--- src/hw/lsu_defs.svh ---
// load/store path parameters
// word width, local memory depth, register index width and network credits

`ifndef LSU_DEFS_SVH
`define LSU_DEFS_SVH

// one data word
`define DATA_WIDTH 32

// byte lanes per word
`define DATA_MASK_WIDTH (`DATA_WIDTH/8)

// local dmem word address, 1024 words = 4 KiB
`define DMEM_ADDR_WIDTH 10

// destination register index
`define REG_ADDR_WIDTH 5

// credits held by the tile after reset
`define NET_CREDITS 4

`endif

--- src/hw/lsu_pkg.sv ---
// load/store path types
// decode flags, load info, request payload and network packets

`default_nettype none

`include "lsu_defs.svh"

package lsu_pkg;

  // memory-op flags of the instruction in execute
  typedef struct packed {
    logic is_mem_op;
    logic is_load_op;
    logic is_store_op;
    logic is_byte_op;
    logic is_hex_op;
    logic is_load_unsigned;
    logic op_writes_fp_rf;
  } decode_s;

  // carried with a load until its data comes back
  typedef struct packed {
    logic float_wb;
    logic is_unsigned_op;
    logic is_byte_op;
    logic is_hex_op;
    logic [1:0] part_sel;
    logic [`REG_ADDR_WIDTH-1:0] reg_id;
  } load_info_s;

  // load view of the payload word
  typedef struct packed {
    logic [`DATA_WIDTH-$bits(load_info_s)-1:0] reserved;
    load_info_s load_info;
  } read_info_s;

  // loads send their info, stores send data
  typedef union packed {
    read_info_s read_info;
    logic [`DATA_WIDTH-1:0] write_data;
  } payload_u;

  // request toward the network
  typedef struct packed {
    logic write_not_read;
    logic [`DATA_MASK_WIDTH-1:0] mask;
    logic [`DATA_WIDTH-1:0] addr;
    payload_u payload;
  } remote_req_s;

  // load response from the network
  typedef struct packed {
    logic [`DATA_WIDTH-1:0] data;
    logic float_wb;
    logic is_unsigned_op;
    logic is_byte_op;
    logic is_hex_op;
    logic [1:0] part_sel;
    logic [`REG_ADDR_WIDTH-1:0] reg_id;
  } remote_load_resp_s;

endpackage

`default_nettype wire

--- src/hw/remote_req_tx.sv ---
// network request transmitter
// credit counter and registered packet output, stalls when out of credits

`default_nettype none

`include "lsu_defs.svh"

module remote_req_tx
  import lsu_pkg::*;
(
  input  wire logic         clk_i,
  input  wire logic         arst_n_i,

  input  wire remote_req_s  req_i,
  input  wire logic         req_v_i,
  output logic              stall_o,

  output remote_req_s       net_req_o,
  output logic              net_req_v_o,
  input  wire logic         net_credit_i
);

  localparam int CNT_W = $clog2(`NET_CREDITS + 1);
  localparam logic [CNT_W-1:0] MAX_CREDITS = CNT_W'(`NET_CREDITS);

  logic [CNT_W-1:0] credits_r;
  logic             has_credit;
  logic             send;

  assign has_credit = (credits_r != '0);
  assign send       = req_v_i & has_credit;
  assign stall_o    = req_v_i & ~has_credit;

  // spend on send, refill on credit, both may land together
  always_ff @(posedge clk_i or negedge arst_n_i) begin
    if (!arst_n_i) begin
      credits_r <= MAX_CREDITS;
    end else if (send & ~net_credit_i) begin
      credits_r <= credits_r - 1'b1;
    end else if (~send & net_credit_i & (credits_r != MAX_CREDITS)) begin
      credits_r <= credits_r + 1'b1;
    end
  end

  always_ff @(posedge clk_i or negedge arst_n_i) begin
    if (!arst_n_i) begin
      net_req_v_o <= 1'b0;
    end else begin
      net_req_v_o <= send;
    end
  end

  // packet only loads on a send
  always_ff @(posedge clk_i) begin
    if (send) begin
      net_req_o <= req_i;
    end
  end

endmodule

`default_nettype wire

--- config.mk ---
export PLATFORM = sky130hd
export DESIGN_NAME = remote_req_tx
export DESIGN_NICKNAME = d
export VERILOG_FILES = /design/src/hw/lsu_pkg.sv /design/src/hw/remote_req_tx.sv
export VERILOG_INCLUDE_DIRS = /design/src /design/src/hw
export SDC_FILE = /design/constraint.sdc
export NUM_CORES = 1
export LEC_CHECK = 0
export BUFFER_PORTS_ARGS = -buffer_cell sky130_fd_sc_hd__buf_2
export CORE_MARGIN = 4
export CORE_UTILIZATION = 38
export DETAILED_ROUTE_END_ITERATION = 10
export PLACE_DENSITY_LB_ADDON = 0.25
export RECOVER_POWER = 50
export SLEW_MARGIN = 10
export SYNTH_ARGS = -nofsm -noshare
export SYNTH_HDL_FRONTEND = slang
export SYNTH_SLANG_ARGS = --single-unit
--- constraint.sdc ---
create_clock -name clk_i -period 4.8 [get_ports clk_i]
set_clock_uncertainty 0.2 [all_clocks]
set_input_delay 0.96 -clock clk_i [delete_from_list [all_inputs] [get_ports clk_i]]
set_output_delay 0.96 -clock clk_i [all_outputs]
set_load 0.005 [all_outputs]
# After elaboration in Yosys (flattened, before gate mapping)
# Index checks and enable logic that the tools add are counted.
# word_totals
inputBits,73
word_cells,21
regBits,73
out_inout_bits,71
# op_classes
n_reduce_logical,2
n_addsub,2
mux,2
eq_ne,1
bitwise_logic,8
# ops
operator,n
3-bit 2-to-1 mux,2
1-bit AND,5
"3-bit by 1-bit adder with 3-bit output, second input constant",1
"3-bit != test, second input constant",1
1-bit inverter,3
3-bit nonzero test,1
"3-bit by 1-bit subtractor with 3-bit output, second input constant",1
2-bit nonzero test,1

# Depth between registers and ports, before layout
# logic_depth
depth_word,7
mapped_depth,7
ltp_nobuf,6

# Worst setup path after synthesis
# Ideal clock, no wire load.
# synth_path
path_kind,input -> register
start,input port req_v_i
end,"register net_req_o[0] (netlist name), enable pin"
cell_stages,3
slack_ns,-0.592
n_path_buf,1
required_ns,4.061
arrival_time_ns,4.653
path_cell_list,buf_4 > inv_1 > a31oi_1
# synth_between
elab_chain_len,1
# synth_rtl
element,line,text
"start, declared",remote_req_tx.sv:15,"input wire logic req_v_i,"
1-bit AND,remote_req_tx.sv:31,assign send = req_v_i & has_credit;
via send,remote_req_tx.sv:28,logic send;
"end signal, assigned",remote_req_tx.sv:56,net_req_o <= req_i;
"end, declared",remote_req_tx.sv:18,"output remote_req_s net_req_o,"
# The timed path passes the listed nets, and every way through them passes these cells.
# A chain may end at the register's enable or synchronous reset.

# Final worst setup path
# layout_path
start,input port req_v_i
end,output port stall_o
# layout_between
elab_chain_len,1
# layout_rtl
element,line,text
1-bit AND,remote_req_tx.sv:32,assign stall_o = req_v_i & ~has_credit;
"end, declared",remote_req_tx.sv:16,"output logic stall_o,"
# No other way between the ends.

==> impl_metrics.toml <==
[sta]
hold_viol_final = 0
finalSetupViolations = 0
fin_hold_ws_ns = 0.259
rsz0062_at_grt = "false"
min_period_ns = 2.93
period_share_pct = 61.1
worstMarginPinSlew_ns = 1.09
maxSlewViolCount = 0
setup_ws_ns = 1.87
fmax_mhz = 341
fin_tns_setup_ns = 0
slew_headroom_pct = 27.3

[drt]
ant_nets = 0
drt-wirelength-per-cell_um = 16.5
first_iter_violations = 61
viasPerCell = 4.48
vias = 1531
drc = 0
dr.pass1.iters = 4
drt-total-wl_um = 5640

[synth]
synth.avg_cell_area_um2 = 22.2
netlist_instances = 109
ys_types = 28
synth_warnings = 0
synth_edf_count = 69
synth_async_sr_flop_share_pct = 5.48
ys.flop_type = "edfxtp_1"
syn-num-nets = 183
ys_ff_latch = 73
synth_area_mm2 = 0.00241
synth.yosys.seq_area_share_pct = 90.0

[worst_setup_path]
crit_cells = 4
cpLargestDelayFamily = "buffers and inverters"
critPathRequiredTime_ns = 3.64
cp-end-kind = "output pin"
cp.buffers_inverters = 3
arrival_ns = 1.77
r2r_slack_ns = 2.46
cpPeakStageDelay_ns = 0.31
reg2regPathDepth = 6
cp_cell_sequence = "clkbuf_1 > inv_1 > nor3_1 > buf_2"
cp_max_fo = 10
slowest_stage = "clkbuf_1"
path_class = "primary input to output pin"
critPathLaunchType = "primary input"

[floorplan]
rows = 28
die_h_um = 87.7
io_pins = 144
die_area_mm2 = 0.00769
core_area_mm2 = 0.00603
start_util_pct = 40.1
die_w_um = 87.7

[status]
status = "complete, no violations"

[cells_and_area]
drive_gt1_share_pct = 58.1
diodes = 0
finish.instance_area_mm2 = 0.00339
nets = 336
area_delta_synth_final_pct = 40.5

[job]
cap_violations = 0

[cts]
cts-root-buf = "clkbuf_8"
cts_hold_buf = 0
numCtsBuffers = 9
clkSinkCount = 73
clockBufferDepth = 2
h-tree-depth = 3
worstSkewPairLatency_ns = 0.33
clk_pin_slew_worst_paths_ns = 0.08
postCtsSetupRepairBufs = 0
cts_resized = 0
cts_tree = "yes"

[grt]
grt_overflow = 0
antenna_found_initial = 0
grt_max_degree = 50
grt_pass1_vias = 1537
grt_pass1_wl_um = 8180
grt_usage_pct = 14.8

[placement]
dp_hpwl_um = 4320
pre_cts_slack_ns = 1.73
numPortBuffers = 143
post_dp_cell_area_mm2 = 0.00323
globalplace.congestion = 0.860

[pwr]
worst_ir_drop_vdd_mv = 0.260
p_int_mw = 1.20
p_comb_share_pct = 17.5
swShare_pct = 25.6
finalPower_mw = 1.61
seqPwrFrac_pct = 54.7
p_clk_share_pct = 27.8
powerDensity_mw_per_mm2 = 475
power.leakage_nw = 1.45
power_switching_uw = 413

[hold_path]
hp-class = "primary input to asynchronous set/reset pin"
final timing paths:
| path | startpoint | endpoint |
|---|---|---|
| min in group clk_i | credits_r[1]$_DFFE_PN0P_ | credits_r[0]$_DFFE_PN0P_ |
| hold reg to reg | credits_r[1]$_DFFE_PN0P_ | credits_r[0]$_DFFE_PN0P_ |
| hold / removal | arst_n_i | credits_r[0]$_DFFE_PN0P_ |
| max in group asynchronous | arst_n_i | credits_r[2]$_DFFE_PN1P_ |
| setup reg to reg | credits_r[0]$_DFFE_PN0P_ | credits_r[1]$_DFFE_PN0P_ |
| setup / recovery | req_v_i | stall_o |
metrics by stage:
stage | cells | utilization (%)
finish | 342 | 56.3
global placement | 326 | 53.6
detailed placement | 326 | 53.6
CTS | 342 | 56.7
global route | 342 | 56.3
floorplan | 109 | -
cell usage after synthesis, types with 2 or more instances:
cell type | number | area share [%]
edfxtp_1 | 69 | 86
inv_1 | 5 | 0.78
a21oi_1 | 4 | 0.83
dfrtp_1 | 3 | 3.1
a31oi_1 | 2 | 0.52
nand2b_1 | 2 | 0.52
nor2_1 | 2 | 0.31
o21ai_0 | 2 | 0.41
power groups by stage:
stage / clock [mW] / sequential [mW] / combinational (mW)
3_5_place_dp: 0 / 0.896 / 0.301
5_1_grt: 0.502 / 0.894 / 0.318
2_1_floorplan: 0 / 0.896 / 0.149
6_report: 0.447 / 0.882 / 0.282
4_1_cts: 0.465 / 0.882 / 0.301
3_3_place_gp: 0 / 0.891 / 0.291
cells by family (layout without fill, tap and decap cells):
family / Yosys count / after routing / synth area share [%]
compound gates: 15 / 15 / 4.35
simple gates: 12 / 12 / 3.11
fa+ha+maj: 1 / 1 / 0.829
flops: 73 / 73 / 90.0
buf+inv: 8 / 166 / 1.71
flip-flops by register name, summed over array words and instances (netlist names):
register     cells
net_req_o       69
credits_r        3
net_req_v_o      1
placed cells by master (no fill, tap or decap), drive strengths merged:
master    count
nor3          1
nand2         1
clkinv        4
dfrtp         3
o22a          1
o21ai         2
a32o          1
bufinv        1
a311o         1
o22ai         1
buf         138
nor4bb        1
nand2b        2
inv           5
edfxtp       69
a21oi         4
nor2b         2
a2bb2oi       1
nor2          2
nor4b         1
fa            1
o211a         1
clkinvlp      1
o211ai        1
clkbuf       17
dfstp         1
a31oi         2
or2           2
layer usage:
metal  routed length (µm)  vias up  GRT usage [%]
li1                     -      731              -
met1                 2010      707           17.6
met2                 2960       87           24.3
met3                  583        6           4.14
met4                   80        0           8.09
met5                    0        -              0
area by class of cell:
cell class / instances / area [µm²]
sequential: 73 / 2170
inverter: 5 / 18.8
timing repair buffer: 145 / 719
tap: 75 / 93.8
clock buffer: 10 / 128
multi-input combinational: 28 / 200
clock inverter: 6 / 58.8
fill: 521 / 2630
Power figures use the tool's default switching activity.
