### config.mk
export PLATFORM = sky130hd
export DESIGN_NAME = lsu
export DESIGN_NICKNAME = d
export VERILOG_FILES = /design/src/hw/lsu_pkg.sv /design/src/hw/load_packer.sv /design/src/hw/lsu.sv
export VERILOG_INCLUDE_DIRS = /design/src /design/src/hw
export SDC_FILE = /design/constraint.sdc
export NUM_CORES = 1
export LEC_CHECK = 0
export ABC_AREA = 0
export BUFFER_PORTS_ARGS = -buffer_cell sky130_fd_sc_hd__buf_4
export CAP_MARGIN = 20
export CORE_AREA = 2 2 135 137
export DETAILED_ROUTE_END_ITERATION = 16
export DIE_AREA = 0 0 137 139
export GPL_ROUTABILITY_DRIVEN = 0
export PLACE_DENSITY_LB_ADDON = 0.05
export SLEW_MARGIN = 30
export SYNTH_ARGS = -nofsm -noshare
export SYNTH_HDL_FRONTEND = slang
export SYNTH_HIERARCHICAL = 1
export SYNTH_SLANG_ARGS = --single-unit
export TNS_END_PERCENT = 30
### constraint.sdc
create_clock -name vclk -period 3.6
set_input_delay 0.54 -clock vclk [all_inputs]
set_output_delay 0.54 -clock vclk [all_outputs]
set_load 0.1 [all_outputs]
### src/hw/lsu_defs.svh
// load/store path parameters
// word width, local memory depth, register index width and network credits

`ifndef LSU_DEFS_SVH
`define LSU_DEFS_SVH

// one data word
`define DATA_WIDTH 32

// byte lanes per word
`define DATA_MASK_WIDTH (`DATA_WIDTH/8)

// local dmem word address, 1024 words = 4 KiB
`define DMEM_ADDR_WIDTH 10

// destination register index
`define REG_ADDR_WIDTH 5

// credits held by the tile after reset
`define NET_CREDITS 4

`endif

### src/hw/lsu_pkg.sv
// load/store path types
// decode flags, load info, request payload and network packets

`default_nettype none

`include "lsu_defs.svh"

package lsu_pkg;

  // memory-op flags of the instruction in execute
  typedef struct packed {
    logic is_mem_op;
    logic is_load_op;
    logic is_store_op;
    logic is_byte_op;
    logic is_hex_op;
    logic is_load_unsigned;
    logic op_writes_fp_rf;
  } decode_s;

  // carried with a load until its data comes back
  typedef struct packed {
    logic float_wb;
    logic is_unsigned_op;
    logic is_byte_op;
    logic is_hex_op;
    logic [1:0] part_sel;
    logic [`REG_ADDR_WIDTH-1:0] reg_id;
  } load_info_s;

  // load view of the payload word
  typedef struct packed {
    logic [`DATA_WIDTH-$bits(load_info_s)-1:0] reserved;
    load_info_s load_info;
  } read_info_s;

  // loads send their info, stores send data
  typedef union packed {
    read_info_s read_info;
    logic [`DATA_WIDTH-1:0] write_data;
  } payload_u;

  // request toward the network
  typedef struct packed {
    logic write_not_read;
    logic [`DATA_MASK_WIDTH-1:0] mask;
    logic [`DATA_WIDTH-1:0] addr;
    payload_u payload;
  } remote_req_s;

  // load response from the network
  typedef struct packed {
    logic [`DATA_WIDTH-1:0] data;
    logic float_wb;
    logic is_unsigned_op;
    logic is_byte_op;
    logic is_hex_op;
    logic [1:0] part_sel;
    logic [`REG_ADDR_WIDTH-1:0] reg_id;
  } remote_load_resp_s;

endpackage

`default_nettype wire

### src/hw/load_packer.sv
// load data packer
// picks the byte or halfword lane of a loaded word and extends it

`default_nettype none

`include "lsu_defs.svh"

module load_packer (
  input  wire logic [`DATA_WIDTH-1:0] mem_data_i,
  input  wire logic                   unsigned_load_i,
  input  wire logic                   byte_load_i,
  input  wire logic                   hex_load_i,
  input  wire logic [1:0]             part_sel_i,
  output logic      [`DATA_WIDTH-1:0] load_data_o
);

  logic [7:0]  byte_field;
  logic [15:0] hex_field;
  logic        byte_sign;
  logic        hex_sign;

  // lane select, halfwords use the upper part_sel bit only
  assign byte_field = mem_data_i[{part_sel_i, 3'b000} +: 8];
  assign hex_field  = mem_data_i[{part_sel_i[1], 4'b0000} +: 16];

  assign byte_sign = byte_field[7] & ~unsigned_load_i;
  assign hex_sign  = hex_field[15] & ~unsigned_load_i;

  always_comb begin
    if (byte_load_i) begin
      load_data_o = {{(`DATA_WIDTH-8){byte_sign}}, byte_field};
    end else if (hex_load_i) begin
      load_data_o = {{(`DATA_WIDTH-16){hex_sign}}, hex_field};
    end else begin
      load_data_o = mem_data_i;
    end
  end

endmodule

`default_nettype wire

### src/hw/lsu.sv
// load/store unit
// address generation, store lane data and mask, local/remote routing
// and steering of remote load responses to the write-back ports

`default_nettype none

`include "lsu_defs.svh"

module lsu
  import lsu_pkg::*;
(
  // from execute
  input  wire decode_s                        exe_decode_i,
  input  wire logic [`DATA_WIDTH-1:0]         exe_rs1_i,
  input  wire logic [`DATA_WIDTH-1:0]         exe_rs2_i,
  input  wire logic [`REG_ADDR_WIDTH-1:0]     exe_rd_i,
  input  wire logic [`DATA_WIDTH-1:0]         mem_offset_i,

  // to local dmem
  output logic                                dmem_v_o,
  output logic                                dmem_w_o,
  output logic      [`DMEM_ADDR_WIDTH-1:0]    dmem_addr_o,
  output logic      [`DATA_WIDTH-1:0]         dmem_data_o,
  output logic      [`DATA_MASK_WIDTH-1:0]    dmem_mask_o,
  output load_info_s                          dmem_load_info_o,

  // to network tx
  output remote_req_s                         remote_req_o,
  output logic                                remote_req_v_o,

  // remote load responses
  input  wire remote_load_resp_s              net_resp_i,
  input  wire logic                           net_resp_v_i,
  input  wire logic                           resp_force_i,
  output logic                                net_resp_yumi_o,

  // float write-back
  output logic      [`DATA_WIDTH-1:0]         fp_remote_load_data_o,
  output logic                                fp_remote_load_v_o,

  // integer write-back
  output logic      [`DATA_WIDTH-1:0]         int_remote_load_data_o,
  output logic                                int_remote_load_v_o,
  output logic                                int_remote_load_force_o,
  input  wire logic                           int_remote_load_yumi_i
);

  localparam int BYTE_OFS_W = $clog2(`DATA_MASK_WIDTH);
  localparam int LOCAL_TOP  = BYTE_OFS_W + `DMEM_ADDR_WIDTH;

  logic [`DATA_WIDTH-1:0]      mem_addr;
  logic [`DATA_WIDTH-1:0]      store_data;
  logic [`DATA_MASK_WIDTH-1:0] store_mask;
  logic                        is_local;
  load_info_s                  load_info;
  payload_u                    payload;
  logic                        resp_is_fp;

  assign mem_addr = exe_rs1_i + mem_offset_i;

  // replicate store data so every lane holds it, the mask picks the lane
  always_comb begin
    if (exe_decode_i.is_byte_op) begin
      store_data = {`DATA_MASK_WIDTH{exe_rs2_i[7:0]}};
      store_mask = `DATA_MASK_WIDTH'(1) << mem_addr[BYTE_OFS_W-1:0];
    end else if (exe_decode_i.is_hex_op) begin
      store_data = {(`DATA_MASK_WIDTH/2){exe_rs2_i[15:0]}};
      store_mask = `DATA_MASK_WIDTH'(2'b11) << {mem_addr[1], 1'b0};
    end else begin
      store_data = exe_rs2_i;
      store_mask = '1;
    end
  end

  always_comb begin
    load_info.float_wb       = exe_decode_i.op_writes_fp_rf;
    load_info.is_unsigned_op = exe_decode_i.is_load_unsigned;
    load_info.is_byte_op     = exe_decode_i.is_byte_op;
    load_info.is_hex_op      = exe_decode_i.is_hex_op;
    load_info.part_sel       = mem_addr[1:0];
    load_info.reg_id         = exe_rd_i;
  end

  // local when nothing is set above the dmem word range
  assign is_local = (mem_addr[`DATA_WIDTH-1:LOCAL_TOP] == '0);

  assign dmem_v_o         = exe_decode_i.is_mem_op & is_local;
  assign dmem_w_o         = exe_decode_i.is_store_op;
  assign dmem_addr_o      = mem_addr[BYTE_OFS_W +: `DMEM_ADDR_WIDTH];
  assign dmem_data_o      = store_data;
  assign dmem_mask_o      = store_mask;
  assign dmem_load_info_o = load_info;

  always_comb begin
    if (exe_decode_i.is_load_op) begin
      payload.read_info.reserved  = '0;
      payload.read_info.load_info = load_info;
    end else begin
      payload.write_data = store_data;
    end
  end

  always_comb begin
    remote_req_o.write_not_read = exe_decode_i.is_store_op;
    remote_req_o.mask           = store_mask;
    remote_req_o.addr           = mem_addr;
    remote_req_o.payload        = payload;
  end

  assign remote_req_v_o = exe_decode_i.is_mem_op & ~is_local;

  // integer responses are packed here, float ones go out raw
  load_packer remote_packer (
    .mem_data_i      (net_resp_i.data),
    .unsigned_load_i (net_resp_i.is_unsigned_op),
    .byte_load_i     (net_resp_i.is_byte_op),
    .hex_load_i      (net_resp_i.is_hex_op),
    .part_sel_i      (net_resp_i.part_sel),
    .load_data_o     (int_remote_load_data_o)
  );

  assign fp_remote_load_data_o = net_resp_i.data;
  assign resp_is_fp            = net_resp_i.float_wb;

  assign fp_remote_load_v_o  = net_resp_v_i & resp_is_fp;
  assign int_remote_load_v_o = net_resp_v_i & ~resp_is_fp;

  // force drains the response even when execute cannot take it
  assign int_remote_load_force_o = int_remote_load_v_o & resp_force_i
                                   & ~int_remote_load_yumi_i;

  assign net_resp_yumi_o = fp_remote_load_v_o
                         | (int_remote_load_v_o & (int_remote_load_yumi_i | resp_force_i));

endmodule

`default_nettype wire

Word-level counts from Yosys, hierarchy flattened
Index checks and enable logic that the tools add are counted.
{"block": "classes", "add_sub_neg": 1, "shift": 4, "mux": 7, "bitwise_logic": 15, "reduce_logical": 1}
{"operator": "$mux W32", "count": 5}
{"operator": "$add A32 B32 Y32", "count": 1}
{"operator": "$shiftx A32 B6 Y16", "count": 1}
{"operator": "$shiftx A32 B6 Y8", "count": 1}
{"operator": "$logic_not A20 Y1", "count": 1}
{"operator": "$and A1 B1 Y1", "count": 9}
{"operator": "$mux W4", "count": 2}
{"operator": "$not A1 Y1", "count": 4}
{"operator": "$shl A1 B2 Y4 const A", "count": 1}
{"operator": "$shl A2 B2 Y4 const A", "count": 1}
{"operator": "$or A1 B1 Y1", "count": 2}
{"block": "totals", "ff_bits": 0, "output_inout_bits": 197}

Logic depth before layout (Yosys ltp)
{"block": "logic_depth", "depth_word": 4, "depth_mapped": 11}

Cells and area by module
The synthesis kept the hierarchy.
{"module": "lsu", "instances": 1, "cells_each": 446, "area_each_um2": 3067.9, "seq_area_each_um2": 0.0}
{"module": "load_packer", "instances": 1, "cells_each": 110, "area_each_um2": 802.0, "seq_area_each_um2": 0.0}

Worst setup path after synthesis
OpenSTA, ideal clock, no wires.
{"block": "synth_timing", "kind": "input to output", "from": "in exe_rs1_i[0]", "to": "out remote_req_v_o", "t_arrival_ps": 5587, "path_slack_ps": -2527, "cell_stages": 11, "path_buffers": 0, "path_cell_list": "ha_1 fa_1 a21oi_1 o211ai_1 nand3_1 a31oi_1 a21oi_1 o21a_1 o311ai_1 or4_1 o31a_1"}
{"item": "from (decl)", "line_no": "lsu.sv:14", "text": "input wire logic [`DATA_WIDTH-1:0] exe_rs1_i,"}
{"item": "to (decl)", "line_no": "lsu.sv:29", "text": "output logic remote_req_v_o,"}

Worst setup path in the final report
{"block": "layout_timing", "from": "in exe_rs1_i[2]", "to": "out dmem_v_o"}
{"block": "layout_between", "elab_chain_len": 3}
{"item": "$add A32 B32 Y32", "line_no": "lsu.sv:59", "text": "assign mem_addr = exe_rs1_i + mem_offset_i;"}
{"item": "$logic_not A20 Y1", "line_no": "lsu.sv:85", "text": "assign is_local = (mem_addr[`DATA_WIDTH-1:LOCAL_TOP] == '0);"}
{"item": "$and A1 B1 Y1", "line_no": "lsu.sv:87", "text": "assign dmem_v_o = exe_decode_i.is_mem_op & is_local;"}
{"item": "to (decl)", "line_no": "lsu.sv:20", "text": "output logic dmem_v_o,"}
No other way between the ends.

==> impl_metrics.json <==
{
  "status": "complete, but fails checks",
  "violations": "negative setup slack",
  "slew_violations": 0,
  "end_kind": "primary output",
  "timing.critical_path.from": "exe_rs1_i[2]",
  "timing.final.ws_setup_ns": -0.642,
  "power.ir.vdd_worst_mv": 0.321,
  "fmax_mhz": 236,
  "crit_path_arrival_time_ns": 3.70,
  "core_region_area_mm2": 0.0177,
  "period_minus_slack_ns": 4.24,
  "detail_route.drc_violations": 0,
  "detailed_place.area_mm2": 0.00737,
  "die_y_um": 139,
  "ff_latch_area_um2": 0,
  "crit_chain": "buf_4 -> ha_2 -> nor2_1 -> o31ai_4 -> o21a_2 -> a32o_2 -> a211oi_4 -> xnor2_4 -> or4_4 -> or4_4 -> nor4b_4 -> buf_6",
  "chipWidth_um": 137,
  "post_cts_hold_buffer_count": 0,
  "nets": 1111,
  "seq_cell_count": 0,
  "syn-cell-area_mm2": 0.00387,
  "yosys.cell_types.count": 55,
  "max_slew_headroom_pct": 51.4,
  "ant_nets": 0,
  "port_buffers": 343,
  "antenna_cells": 0,
  "drv.max_cap_violation_count": 0,
  "maximum_number_of_pins_on_one_net_before_global_route_repair": 34,
  "crit_end": "dmem_v_o",
  "number_of_vias_in_the_routed_layout": 5383,
  "finalSetupViolations": 3,
  "placement_row_count": 49,
  "worst_path_max_delay_cell": "sky130_fd_sc_hd__or4_4",
  "syn_nets": 742,
  "timing.hold.worst_path_depth": 0,
  "power.leakage_nw": 3.82,
  "io_pins": 351,
  "drt_pre_antenna_iters": 4,
  "first_global_vias": 5459,
  "syn_inst": 556,
  "timing.critical_path.buf_inv": 2,
  "proportion_of_synthesized_chip_area_in_sequential_cells_pct": 0,
  "finish.instance_area_mm2": 0.00765,
  "num-clock-buffers": 0,
  "powerDensity_mw_per_mm2": 424,
  "worst-path-stages": 12,
  "wl_per_cell_um": 16.5,
  "final_min_period_over_clock_period_pct": 118,
  "timing.final.hold_violations": 0,
  "worst_pin_slew_ns": 0.727,
  "viasPerCell": 4.67,
  "antenna_found_initial": 0,
  "share_of_final_layout_standard_cells_stronger_than_drive_strength_1_pct": 62.8,
  "cp_common_cell": "sky130_fd_sc_hd__or4_4",
  "avgSynthCellArea_um2": 6.96,
  "startpoint_type_of_the_worst_setup_path": "input port",
  "first_pass_grt_wire_length_mm": 28.7,
  "synthesis.yosys.warnings": 6,
  "setup_repair_after_global_routing_missed_its_margin": "yes",
  "p_total_mw": 3.24,
  "hold_wc_path_type": "in2out",
  "path_max_fanout": 5,
  "place_hpwl_mm": 16.5,
  "route.final.wire_length_mm": 19.0,
  "critPathMaxStageDelay_ns": 0.52,
  "cp_data_required_time_ns": 3.06,
  "initial_cell_density_of_the_core_pct": 21.9,
  "criticalPathCategory": "in2out",
  "grt.overflow.total": 0,
  "track_usage_pct": 18.5,
  "floorplan.die_area_mm2": 0.0190,
  "area.growth.synth_to_final_pct": 97.7,
  "critPathTopFamily": "simple AND/OR/NAND/NOR gates",
  "drtIter0Drc": 165
}
-- worst min-delay path by stage --
stage | startpoint | endpoint | slack (ns)
global route | exe_decode_i[4] | remote_req_o[68] | 1.08
floorplan | exe_decode_i[6] | dmem_v_o | 1.29
finish | exe_decode_i[4] | remote_req_o[68] | 1.08
CTS | exe_decode_i[4] | remote_req_o[68] | 1.08
global placement | exe_decode_i[4] | remote_req_o[68] | 1.08
detailed placement | exe_decode_i[4] | remote_req_o[68] | 1.08
-- placed cells by master (no fill, tap or decap), types with 12 or more instances in the layout --
cell / n
sky130_fd_sc_hd__mux2i_1: 33
sky130_fd_sc_hd__ha_1: 21
sky130_fd_sc_hd__a21oi_1: 54
sky130_fd_sc_hd__inv_1: 17
sky130_fd_sc_hd__mux2_2: 20
sky130_fd_sc_hd__nor2b_1: 15
sky130_fd_sc_hd__and3_1: 12
sky130_fd_sc_hd__nor2b_2: 13
sky130_fd_sc_hd__o21ai_0: 16
sky130_fd_sc_hd__nor2_1: 25
sky130_fd_sc_hd__o21ai_2: 12
sky130_fd_sc_hd__buf_4: 452
sky130_fd_sc_hd__nand2b_1: 20
sky130_fd_sc_hd__nand2_1: 31
-- power breakdown --
| part | total, mW | internal [mW] | switching, mW | leakage (nW) |
|---|---|---|---|---|
| clock network | 0 | 0 | 0 | 0 |
| logic | 3.24 | 0.880 | 2.36 | 3.82 |
| registers | 0 | 0 | 0 | 0 |
| total | 3.24 | 0.880 | 2.36 | 3.82 |
-- layer usage --
layer / global-route usage, % / share of wire (%)
met1: 22.8 / 40
met2: 35.1 / 53
met3: 1.79 / 5.8
met4: 1.90 / 1.1
met5: 0 / 0
-- synthesized netlist by cell type, types with 3 or more instances --
cell type	n	area (um^2)
sky130_fd_sc_hd__buf_4	67	503
sky130_fd_sc_hd__a21oi_1	63	315
sky130_fd_sc_hd__o21ai_0	34	170
sky130_fd_sc_hd__mux2i_1	33	330
sky130_fd_sc_hd__nand2_1	32	120
sky130_fd_sc_hd__ha_1	31	388
sky130_fd_sc_hd__nor2_1	28	105
sky130_fd_sc_hd__nor2b_1	28	175
sky130_fd_sc_hd__mux2_2	20	225
sky130_fd_sc_hd__nand2b_1	20	125
sky130_fd_sc_hd__clkbuf_1	17	63.8
sky130_fd_sc_hd__inv_1	17	63.8
sky130_fd_sc_hd__xnor2_1	17	149
sky130_fd_sc_hd__a211oi_1	13	97.6
sky130_fd_sc_hd__and3_1	12	75.1
sky130_fd_sc_hd__nor3_1	12	60.1
sky130_fd_sc_hd__a21o_1	11	82.6
sky130_fd_sc_hd__a221oi_1	9	78.8
sky130_fd_sc_hd__xor2_1	9	78.8
sky130_fd_sc_hd__nand4_1	8	50.1
sky130_fd_sc_hd__buf_2	7	35.0
sky130_fd_sc_hd__nand3_1	7	35.0
sky130_fd_sc_hd__a31oi_1	5	31.3
sky130_fd_sc_hd__o21a_1	4	30.0
sky130_fd_sc_hd__a211oi_2	3	37.5
sky130_fd_sc_hd__buf_6	3	33.8
sky130_fd_sc_hd__nor4_1	3	18.8
sky130_fd_sc_hd__o2111ai_1	3	26.3
sky130_fd_sc_hd__o211ai_1	3	22.5
sky130_fd_sc_hd__o21ai_1	3	15.0
sky130_fd_sc_hd__or4_1	3	22.5
-- per-stage QoR --
stage / cells / TNS, ns / setup WS (ns) / hold WS, ns / util, %
2_1_floorplan: 556 / -10.58 / -1.45 / 1.29 / -
3_3_place_gp: 1143 / -2.06 / -0.764 / 1.08 / 41.8
3_5_place_dp: 1143 / -2.20 / -0.820 / 1.08 / 41.8
4_1_cts: 1143 / -1.55 / -0.679 / 1.08 / 42.1
5_1_grt: 1152 / -1.58 / -0.733 / 1.08 / 43.3
6_report: 1152 / -1.29 / -0.642 / 1.08 / 43.3
-- area by class of cell --
cell class	count	area, um^2
repair buffers	463	3530
well taps	229	287
multi-input cells	442	3760
fillers	1856	10000
inverters	18	67.6
-- cell families after synthesis --
family	Yosys count	share of synthesized area, %
AOI/OAI and AO/OA	168	28.3
muxes	54	14.7
and+or+nand+nor	162	22.1
xor gates and xnor gates	26	5.88
buffers and inverters	114	18.4
adders and majority gates	32	10.5
-- repair_timing --
| action | 4_1_cts | 5_1_grt |
|---|---|---|
| pin swaps | 3 | 25 |
| endpoints found under the setup margin | 5 | 8 |
| gates cloned | 0 | 0 |
| setup buffers | 0 | 9 |
| resized for setup | 16 | 32 |
Power figures use the tool's default switching activity.
